--- src/source/periph_defs.svh ---
/*
 * periph_defs: address map, register offsets and source count
 */
`ifndef PERIPH_DEFS_SVH
`define PERIPH_DEFS_SVH

`define PERIPH_NUM_SRC 9

// region select, region 3 unmapped
`define REGION_GPIO  2'd0
`define REGION_TIMER 2'd1
`define REGION_PLIC  2'd2

// gpio register offsets
`define GPIO_DATA_IN     6'd0
`define GPIO_DATA_OUT    6'd1
`define GPIO_OE          6'd2
`define GPIO_INTR_ENABLE 6'd3
`define GPIO_INTR_STATE  6'd4

// timer register offsets
`define TMR_CTRL        6'd0
`define TMR_MTIME       6'd1
`define TMR_MTIMECMP    6'd2
`define TMR_INTR_ENABLE 6'd3
`define TMR_INTR_STATE  6'd4

// plic register offsets, priority of id n sits at PRIO_BASE + n
`define PLIC_PRIO_BASE 6'd0
`define PLIC_PENDING   6'd16
`define PLIC_ENABLE    6'd17
`define PLIC_THRESHOLD 6'd18
`define PLIC_CLAIM     6'd19

`endif

--- src/source/periph_pkg.sv ---
/*
 * periph_pkg: vector types shared by the peripheral subsystem and its testbench
 */
`include "periph_defs.svh"

package periph_pkg;

  // word address, region in bits 7..6 and offset in bits 5..0
  typedef logic [7:0] addr_t;

  // register data word
  typedef logic [31:0] word_t;

  // one bit per gpio pin
  typedef logic [7:0] gpio_t;

  // one bit per interrupt source, bit 0 is id 1
  typedef logic [`PERIPH_NUM_SRC-1:0] src_vec_t;

  // source id, 0 means no request
  typedef logic [3:0] irq_id_t;

  // priority level, 0 never interrupts
  typedef logic [1:0] prio_t;

endpackage

--- src/source/reg_bus_decode.sv ---
/*
 * reg_bus_decode: routes host strobes to gpio, timer and plic by region
 * and registers the read word of the addressed block
 */
`timescale 1ns/1ps
`include "periph_defs.svh"

module reg_bus_decode import periph_pkg::*; (
  input  logic       clk_i,
  input  logic       rst_i,
  input  logic       reg_we_i,
  input  logic       reg_re_i,
  input  addr_t      reg_addr_i,
  input  word_t      gpio_rdata_i,
  input  word_t      tmr_rdata_i,
  input  word_t      plic_rdata_i,
  output logic       gpio_we_o,
  output logic       gpio_re_o,
  output logic       tmr_we_o,
  output logic       tmr_re_o,
  output logic       plic_we_o,
  output logic       plic_re_o,
  output logic [5:0] reg_offset_o,
  output word_t      reg_rdata_o
);

  logic [1:0] region;
  word_t      rdata_sel;

  assign region       = reg_addr_i[7:6];
  assign reg_offset_o = reg_addr_i[5:0];

  // strobes only reach the block that owns the region
  assign gpio_we_o = reg_we_i && (region == `REGION_GPIO);
  assign gpio_re_o = reg_re_i && (region == `REGION_GPIO);
  assign tmr_we_o  = reg_we_i && (region == `REGION_TIMER);
  assign tmr_re_o  = reg_re_i && (region == `REGION_TIMER);
  assign plic_we_o = reg_we_i && (region == `REGION_PLIC);
  assign plic_re_o = reg_re_i && (region == `REGION_PLIC);

  always_comb begin
    case (region)
      `REGION_GPIO:  rdata_sel = gpio_rdata_i;
      `REGION_TIMER: rdata_sel = tmr_rdata_i;
      `REGION_PLIC:  rdata_sel = plic_rdata_i;
      default:       rdata_sel = '0;
    endcase
  end

  // read word holds until the next read
  always_ff @(posedge clk_i) begin
    if (rst_i) begin
      reg_rdata_o <= '0;
    end else if (reg_re_i) begin
      reg_rdata_o <= rdata_sel;
    end
  end

endmodule

--- src/source/gpio_intr.sv ---
/*
 * gpio_intr: pin output and enable registers, synchronized inputs and
 * rising-edge interrupts with write-one-to-clear state
 */
`timescale 1ns/1ps
`include "periph_defs.svh"

module gpio_intr import periph_pkg::*; (
  input  logic       clk_i,
  input  logic       rst_i,
  input  logic       we_i,
  input  logic       re_i,
  input  logic [5:0] offset_i,
  input  word_t      wdata_i,
  input  gpio_t      gpio_i,
  output word_t      rdata_o,
  output gpio_t      gpio_o,
  output gpio_t      gpio_en_o,
  output gpio_t      intr_o
);

  gpio_t sync_q1;
  gpio_t sync_q2;
  gpio_t prev_q;
  gpio_t out_q;
  gpio_t oe_q;
  gpio_t ie_q;
  gpio_t state_q;
  gpio_t rise;
  gpio_t clr;
  word_t rdata;

  // two-flop synchronizer, then one more stage for edge detection
  always_ff @(posedge clk_i) begin
    if (rst_i) begin
      sync_q1 <= '0;
      sync_q2 <= '0;
      prev_q  <= '0;
    end else begin
      sync_q1 <= gpio_i;
      sync_q2 <= sync_q1;
      prev_q  <= sync_q2;
    end
  end

  assign rise = sync_q2 & ~prev_q;
  assign clr  = (we_i && (offset_i == `GPIO_INTR_STATE)) ? wdata_i[7:0] : '0;

  always_ff @(posedge clk_i) begin
    if (rst_i) begin
      out_q   <= '0;
      oe_q    <= '0;
      ie_q    <= '0;
      state_q <= '0;
    end else begin
      if (we_i && (offset_i == `GPIO_DATA_OUT)) begin
        out_q <= wdata_i[7:0];
      end
      if (we_i && (offset_i == `GPIO_OE)) begin
        oe_q <= wdata_i[7:0];
      end
      if (we_i && (offset_i == `GPIO_INTR_ENABLE)) begin
        ie_q <= wdata_i[7:0];
      end
      // a new edge beats a clear in the same cycle
      state_q <= (state_q & ~clr) | rise;
    end
  end

  always_comb begin
    case (offset_i)
      `GPIO_DATA_IN:     rdata = word_t'(sync_q2);
      `GPIO_DATA_OUT:    rdata = word_t'(out_q);
      `GPIO_OE:          rdata = word_t'(oe_q);
      `GPIO_INTR_ENABLE: rdata = word_t'(ie_q);
      `GPIO_INTR_STATE:  rdata = word_t'(state_q);
      default:           rdata = '0;
    endcase
  end

  // read bus stays quiet outside a read
  assign rdata_o   = re_i ? rdata : '0;
  assign gpio_o    = out_q;
  assign gpio_en_o = oe_q;
  assign intr_o    = state_q & ie_q;

endmodule

--- src/source/mtimer.sv ---
/*
 * mtimer: free-running machine timer with compare and sticky expiry interrupt
 */
`timescale 1ns/1ps
`include "periph_defs.svh"

module mtimer import periph_pkg::*; (
  input  logic       clk_i,
  input  logic       rst_i,
  input  logic       we_i,
  input  logic [5:0] offset_i,
  input  word_t      wdata_i,
  output word_t      rdata_o,
  output logic       intr_o
);

  logic  active_q;
  word_t mtime_q;
  word_t mtimecmp_q;
  logic  ie_q;
  logic  state_q;
  logic  expired;
  logic  clr;

  assign expired = active_q && (mtime_q >= mtimecmp_q);
  assign clr     = we_i && (offset_i == `TMR_INTR_STATE) && wdata_i[0];

  always_ff @(posedge clk_i) begin
    if (rst_i) begin
      active_q   <= 1'b0;
      mtime_q    <= '0;
      mtimecmp_q <= '1;
      ie_q       <= 1'b0;
      state_q    <= 1'b0;
    end else begin
      if (we_i && (offset_i == `TMR_CTRL)) begin
        active_q <= wdata_i[0];
      end
      // a host write to mtime overrides the increment
      if (we_i && (offset_i == `TMR_MTIME)) begin
        mtime_q <= wdata_i;
      end else if (active_q) begin
        mtime_q <= mtime_q + 32'd1;
      end
      if (we_i && (offset_i == `TMR_MTIMECMP)) begin
        mtimecmp_q <= wdata_i;
      end
      if (we_i && (offset_i == `TMR_INTR_ENABLE)) begin
        ie_q <= wdata_i[0];
      end
      state_q <= (state_q && !clr) || expired;
    end
  end

  always_comb begin
    case (offset_i)
      `TMR_CTRL:        rdata_o = word_t'(active_q);
      `TMR_MTIME:       rdata_o = mtime_q;
      `TMR_MTIMECMP:    rdata_o = mtimecmp_q;
      `TMR_INTR_ENABLE: rdata_o = word_t'(ie_q);
      `TMR_INTR_STATE:  rdata_o = word_t'(state_q);
      default:          rdata_o = '0;
    endcase
  end

  assign intr_o = state_q && ie_q;

endmodule

--- src/source/plic_lite.sv ---
/*
 * plic_lite: reduced interrupt controller with gateways, priorities,
 * threshold and claim/complete arbitration into a single request
 */
`timescale 1ns/1ps
`include "periph_defs.svh"

module plic_lite import periph_pkg::*; (
  input  logic       clk_i,
  input  logic       rst_i,
  input  logic       we_i,
  input  logic       re_i,
  input  logic [5:0] offset_i,
  input  word_t      wdata_i,
  input  src_vec_t   intr_src_i,
  output word_t      rdata_o,
  output logic       irq_o,
  output irq_id_t    irq_id_o
);

  prio_t    prio_q [`PERIPH_NUM_SRC];
  src_vec_t ie_q;
  src_vec_t pending_q;
  src_vec_t claimed_q;
  prio_t    threshold_q;
  irq_id_t  best_id;
  prio_t    best_prio;
  src_vec_t claim_mask;
  src_vec_t complete_mask;
  logic     claim_rd;
  logic     complete_wr;

  // strict compare keeps the lower id on a tie
  always_comb begin
    best_id   = '0;
    best_prio = threshold_q;
    for (int i = 0; i < `PERIPH_NUM_SRC; i++) begin
      if (pending_q[i] && ie_q[i] && (prio_q[i] > best_prio)) begin
        best_id   = irq_id_t'(i + 1);
        best_prio = prio_q[i];
      end
    end
  end

  assign claim_rd    = re_i && (offset_i == `PLIC_CLAIM);
  assign complete_wr = we_i && (offset_i == `PLIC_CLAIM);

  always_comb begin
    for (int i = 0; i < `PERIPH_NUM_SRC; i++) begin
      claim_mask[i]    = claim_rd && (best_id == irq_id_t'(i + 1));
      complete_mask[i] = complete_wr && (wdata_i[3:0] == irq_id_t'(i + 1));
    end
  end

  always_ff @(posedge clk_i) begin
    if (rst_i) begin
      for (int i = 0; i < `PERIPH_NUM_SRC; i++) begin
        prio_q[i] <= '0;
      end
      ie_q        <= '0;
      threshold_q <= '0;
      pending_q   <= '0;
      claimed_q   <= '0;
      irq_o       <= 1'b0;
      irq_id_o    <= '0;
    end else begin
      for (int i = 0; i < `PERIPH_NUM_SRC; i++) begin
        if (we_i && (offset_i == 6'(`PLIC_PRIO_BASE + i + 1))) begin
          prio_q[i] <= wdata_i[1:0];
        end
      end
      if (we_i && (offset_i == `PLIC_ENABLE)) begin
        ie_q <= wdata_i[`PERIPH_NUM_SRC-1:0];
      end
      if (we_i && (offset_i == `PLIC_THRESHOLD)) begin
        threshold_q <= wdata_i[1:0];
      end
      // gateway blocks a source while it is claimed
      pending_q <= (pending_q | (intr_src_i & ~claimed_q)) & ~claim_mask;
      claimed_q <= (claimed_q | claim_mask) & ~complete_mask;
      irq_o     <= (best_id != '0);
      irq_id_o  <= best_id;
    end
  end

  always_comb begin
    rdata_o = '0;
    case (offset_i)
      `PLIC_PENDING:   rdata_o = word_t'(pending_q);
      `PLIC_ENABLE:    rdata_o = word_t'(ie_q);
      `PLIC_THRESHOLD: rdata_o = word_t'(threshold_q);
      `PLIC_CLAIM:     rdata_o = word_t'(best_id);
      default: begin
        for (int i = 0; i < `PERIPH_NUM_SRC; i++) begin
          if (offset_i == 6'(`PLIC_PRIO_BASE + i + 1)) begin
            rdata_o = word_t'(prio_q[i]);
          end
        end
      end
    endcase
  end

endmodule

--- src/source/periph_top.sv ---
/*
 * periph_top: gpio and timer peripherals behind a register decoder,
 * with their interrupts combined by the plic
 */
`timescale 1ns/1ps

module periph_top import periph_pkg::*; (
  input  logic    clk_i,
  input  logic    rst_i,
  input  logic    reg_we_i,
  input  logic    reg_re_i,
  input  addr_t   reg_addr_i,
  input  word_t   reg_wdata_i,
  input  gpio_t   gpio_i,
  output word_t   reg_rdata_o,
  output gpio_t   gpio_o,
  output gpio_t   gpio_en_o,
  output logic    irq_o,
  output irq_id_t irq_id_o
);

  logic       gpio_we;
  logic       gpio_re;
  logic       tmr_we;
  logic       plic_we;
  logic       plic_re;
  logic [5:0] reg_offset;
  word_t      gpio_rdata;
  word_t      tmr_rdata;
  word_t      plic_rdata;
  gpio_t      gpio_intr;
  logic       tmr_intr;
  src_vec_t   intr_src;

  reg_bus_decode u_decode (
    .clk_i        (clk_i),
    .rst_i        (rst_i),
    .reg_we_i     (reg_we_i),
    .reg_re_i     (reg_re_i),
    .reg_addr_i   (reg_addr_i),
    .gpio_rdata_i (gpio_rdata),
    .tmr_rdata_i  (tmr_rdata),
    .plic_rdata_i (plic_rdata),
    .gpio_we_o    (gpio_we),
    .gpio_re_o    (gpio_re),
    .tmr_we_o     (tmr_we),
    .tmr_re_o     (),
    .plic_we_o    (plic_we),
    .plic_re_o    (plic_re),
    .reg_offset_o (reg_offset),
    .reg_rdata_o  (reg_rdata_o)
  );

  gpio_intr u_gpio (
    .clk_i     (clk_i),
    .rst_i     (rst_i),
    .we_i      (gpio_we),
    .re_i      (gpio_re),
    .offset_i  (reg_offset),
    .wdata_i   (reg_wdata_i),
    .gpio_i    (gpio_i),
    .rdata_o   (gpio_rdata),
    .gpio_o    (gpio_o),
    .gpio_en_o (gpio_en_o),
    .intr_o    (gpio_intr)
  );

  mtimer u_timer (
    .clk_i    (clk_i),
    .rst_i    (rst_i),
    .we_i     (tmr_we),
    .offset_i (reg_offset),
    .wdata_i  (reg_wdata_i),
    .rdata_o  (tmr_rdata),
    .intr_o   (tmr_intr)
  );

  // timer is id 9, gpio pins are ids 1 to 8
  assign intr_src = {tmr_intr, gpio_intr};

  plic_lite u_plic (
    .clk_i      (clk_i),
    .rst_i      (rst_i),
    .we_i       (plic_we),
    .re_i       (plic_re),
    .offset_i   (reg_offset),
    .wdata_i    (reg_wdata_i),
    .intr_src_i (intr_src),
    .rdata_o    (plic_rdata),
    .irq_o      (irq_o),
    .irq_id_o   (irq_id_o)
  );

endmodule

--- config.mk ---
export PLATFORM = sky130hd
export DESIGN_NAME = periph_top
export DESIGN_NICKNAME = d
export VERILOG_FILES = /design/src/source/periph_pkg.sv /design/src/source/reg_bus_decode.sv /design/src/source/gpio_intr.sv /design/src/source/mtimer.sv /design/src/source/plic_lite.sv /design/src/source/periph_top.sv
export VERILOG_INCLUDE_DIRS = /design/src /design/src/source
export SDC_FILE = /design/constraint.sdc
export NUM_CORES = 1
export LEC_CHECK = 0
export BUFFER_PORTS_ARGS = -buffer_cell sky130_fd_sc_hd__buf_2
export CAP_MARGIN = 20
export CORE_AREA = 2 2 227 229
export CTS_CLUSTER_SIZE = 20
export DETAILED_ROUTE_END_ITERATION = 10
export DIE_AREA = 0 0 229 231
export PLACE_DENSITY = 0.39
export SLEW_MARGIN = 10
export SYNTH_ARGS = -nofsm -noshare
export SYNTH_HDL_FRONTEND = slang
export SYNTH_HIERARCHICAL = 1
export SYNTH_SLANG_ARGS = --single-unit
--- constraint.sdc ---
create_clock -name clk_i -period 10.55 [get_ports clk_i]
set_input_delay 0 -clock clk_i [delete_from_list [all_inputs] [get_ports clk_i]]
set_output_delay 0 -clock clk_i [all_outputs]
set_load 0.1 [all_outputs]
==> flow_summary_export.csv <==
group,metric,value,unit
worst_setup_path,cp_max_fo,6,
worst_setup_path,critPathLaunch,"u_plic/prio_q[0][1]$_DFFE_PP_",
detailed_routing,drc,0,
global_route,grt_pass1_vias,10700,
sta,skew,28.1,ps
sta,worstMarginPinSlew,946,ps
worst_setup_path,worst_ep_required_time,10950,ps
floorplan,rows,83,
floorplan,chipWidth,229,um
job,cap_violations,0,
cells_and_area,final_cell_mix,"dfxtp_1 (189), nor2_1 (114), nand2_1 (106)",
hold_path,hold_path_depth,5,
detailed_routing,dr.pass1.iters,5,
worst_setup_path,r2r_cells,57,
cells_and_area,final_cells,2281,
worst_setup_path,arrival,10880,ps
cells_and_area,num_antenna_cells,0,
detailed_routing,ant_nets,0,
global_route,grt-ovfl-total,0,
floorplan,die_area,52900,um^2
sta,fmax,0.0954,GHz
synth,synthCells,1431,
cells_and_area,final_area,15300,um^2
place,dp_hpwl,29600,um
pwr,cellLeakagePower,6.32,nW
pwr,power_density,133,nW/um^2
clock_network,cts_max_level,1,
global_route,grt_max_degree,78,
sta,fin_crit,10480,ps
worst_setup_path,reg2reg_slack,70,ps
place,port_buffers,104,
pwr,seqPwrFrac,0.408,
global_route,track_usage,0.159,
sta,fin_ws,70.6,ps
cells_and_area,synthToLayoutAreaGrowth,22.7,%
sta,hold_viol,0,
global_route,met1_usage,0.213,
worst_setup_path,critPathMaxStageDelay,440,ps
synth,netlist_area,12500,um^2
floorplan,fp.dieH,231,um
place,placed_area,13400,um^2
clock_network,clk_latency,560,ps
clock_network,clockBufferDepth,3,
floorplan,io_pins,105,
detailed_routing,drt-total-wl,43000,um
cells_and_area,num-fill-cells,5501,
worst_setup_path,r2r_start,"u_plic/prio_q[0][1]$_DFFE_PP_",
sta,relSlewSlack,0.370,
global_route,grt_antenna_before_repair,2,
place,post-place-ws,-459,ps
worst_setup_path,start_kind,"flop",
global_route,grt_pass1_wl,65800,um
synth,avgSynthCellArea,8.72,um^2
clock_network,cts_root_buffer,"clkbuf_16",
cells_and_area,final_nets,1677,
sta,setup_viol,0,
pwr,peakVddDrop,113,uV
hold_path,hold_end,"u_timer/ie_q$_SDFFE_PP0P_",
pwr,p_comb_frac,0.114,
floorplan,core-area,50700,um^2
pwr,internal-power,0.00147,W
place,gp_congestion,0.817,
pwr,clkPwrFrac,0.478,
sta,maxSlewViolCount,0,
clock_network,clkSinkCount,207,
global_route,met2_usage,0.265,
detailed_routing,via_per_inst,4.76,
sta,rsz0062_at_grt,"true",
worst_setup_path,cpMaxStageDelayCell,"edfxtp_1",
place,placed_cells,2162,
worst_setup_path,critPathKind,"flop to flop",
worst_setup_path,rr_endpoint,"u_decode/reg_rdata_o[3]$_SDFFE_PP0P_",
worst_setup_path,cp_common_cell,"ha_4",
detailed_routing,initialDrtViolationCount,649,
cells_and_area,drive_above_1_share,0.218,
clock_network,cts_tree,"built",
pwr,switching_share,0.274,
pwr,power,0.00203,W
worst_setup_path,worst_setup_path_end_kind,"flop",
hold_path,hold_start,"reg_addr_i[6]",
floorplan,start_util,0.246,
cells_and_area,final_common_cell,"dfxtp_1",
hold_path,hold_class,"primary input to flop",
sta,setup_tns,0,ps
clock_network,cts_buffers,27,
global_route,grt-busiest-layer,"met2",
global_route,use_met3,0.0201,
sta,fin_crit_sh,0.993,
clock_network,path_clk_slew,60,ps
detailed_routing,num_vias,10800,
run_status,status,"complete, no violations",
detailed_routing,route.detailed.wl_per_inst,18.9,um
synth,yosys_warnings,6,
pwr,p_sw,0.000557,W
-- repair_timing --
| action | 4_1_cts | 5_1_grt |
|---|---|---|
| cloned | 0 | 0 |
| gates resized for setup | 17 | 45 |
| buffers inserted | 5 | 13 |
| hold buffers | 52 | 0 |
| pin swaps | 9 | 39 |
| hold endpoints to repair | 117 | 0 |
| setup endpoints to repair | 24 | 27 |
-- flip-flops by register name, summed over array words and instances, names as in the netlist --
name                  count
u_gpio/sync_q1            8
u_timer/ie_q              1
u_plic/pending_q          9
u_plic/ie_q               9
u_timer/mtime_q          32
u_timer/state_q           1
u_plic/claimed_q          9
u_gpio/prev_q             8
u_timer/mtimecmp_q       32
u_plic/threshold_q        2
u_gpio/gpio_en_o          8
u_gpio/gpio_o             8
u_gpio/state_q            8
u_gpio/ie_q               8
u_plic/irq_o              1
u_timer/active_q          1
u_decode/reg_rdata_o     32
u_plic/irq_id_o           4
u_plic/prio_q            18
u_gpio/sync_q2            8
-- routing by layer --
metal	up-vias	share of wire
li1	5342	-
met1	5212	0.46
met2	236	0.47
met3	57	0.040
met4	0	0.029
met5	-	0
-- power by group through the flow --
stage                     Combinational, W  Sequential, W  Clock (W)
after global routing              0.000248       0.000831    0.00103
after floorplan                   0.000115       0.000898          0
final                             0.000231       0.000829   0.000970
after global placement            0.000214       0.000846          0
after detailed placement          0.000215       0.000846          0
after CTS                         0.000229       0.000829    0.00101
-- worst max-delay path, delay by kind of cell (launching register included) --
| family | cells | cell delay (ps) |
|---|---|---|
| AO/OA/AOI/OAI | 23 | 3680 |
| AND/OR/NAND/NOR | 22 | 2830 |
| adder cells (fa/ha/maj) | 9 | 2360 |
| multiplexers | 3 | 980 |
| flip-flops | 1 | 440 |
-- cell type report --
type | count | area, um^2 | area share
inverter | 59 | 221 | 0.0145
multi-input combinational | 1071 | 7470 | 0.488
sequential | 207 | 4320 | 0.283
timing repair buffer | 214 | 1490 | 0.0974
tap | 680 | 851 | 0.0556
clock inverter | 10 | 108 | 0.00703
clock buffer | 40 | 835 | 0.0545
-- how the worst max path moves through the flow --
| stage | to |
|---|---|
| after floorplan | u_decode/reg_rdata_o[3]$_SDFFE_PP0P_ |
| after global placement | u_decode/reg_rdata_o[3]$_SDFFE_PP0P_ |
| after detailed placement | u_decode/reg_rdata_o[3]$_SDFFE_PP0P_ |
| after CTS | u_plic/claimed_q[3]$_SDFF_PP0_ |
| after global routing | u_decode/reg_rdata_o[3]$_SDFFE_PP0P_ |
| final | u_decode/reg_rdata_o[3]$_SDFFE_PP0P_ |
-- stage by stage --
step / hold WS [ps] / utilization
floorplan: 78.3 / -
global placement: 216 / 0.265
detailed placement: 215 / 0.265
CTS: 36.1 / 0.296
global route: 110 / 0.302
finish: 73.0 / 0.302
Note: power is estimated with default switching activity, not from simulation.
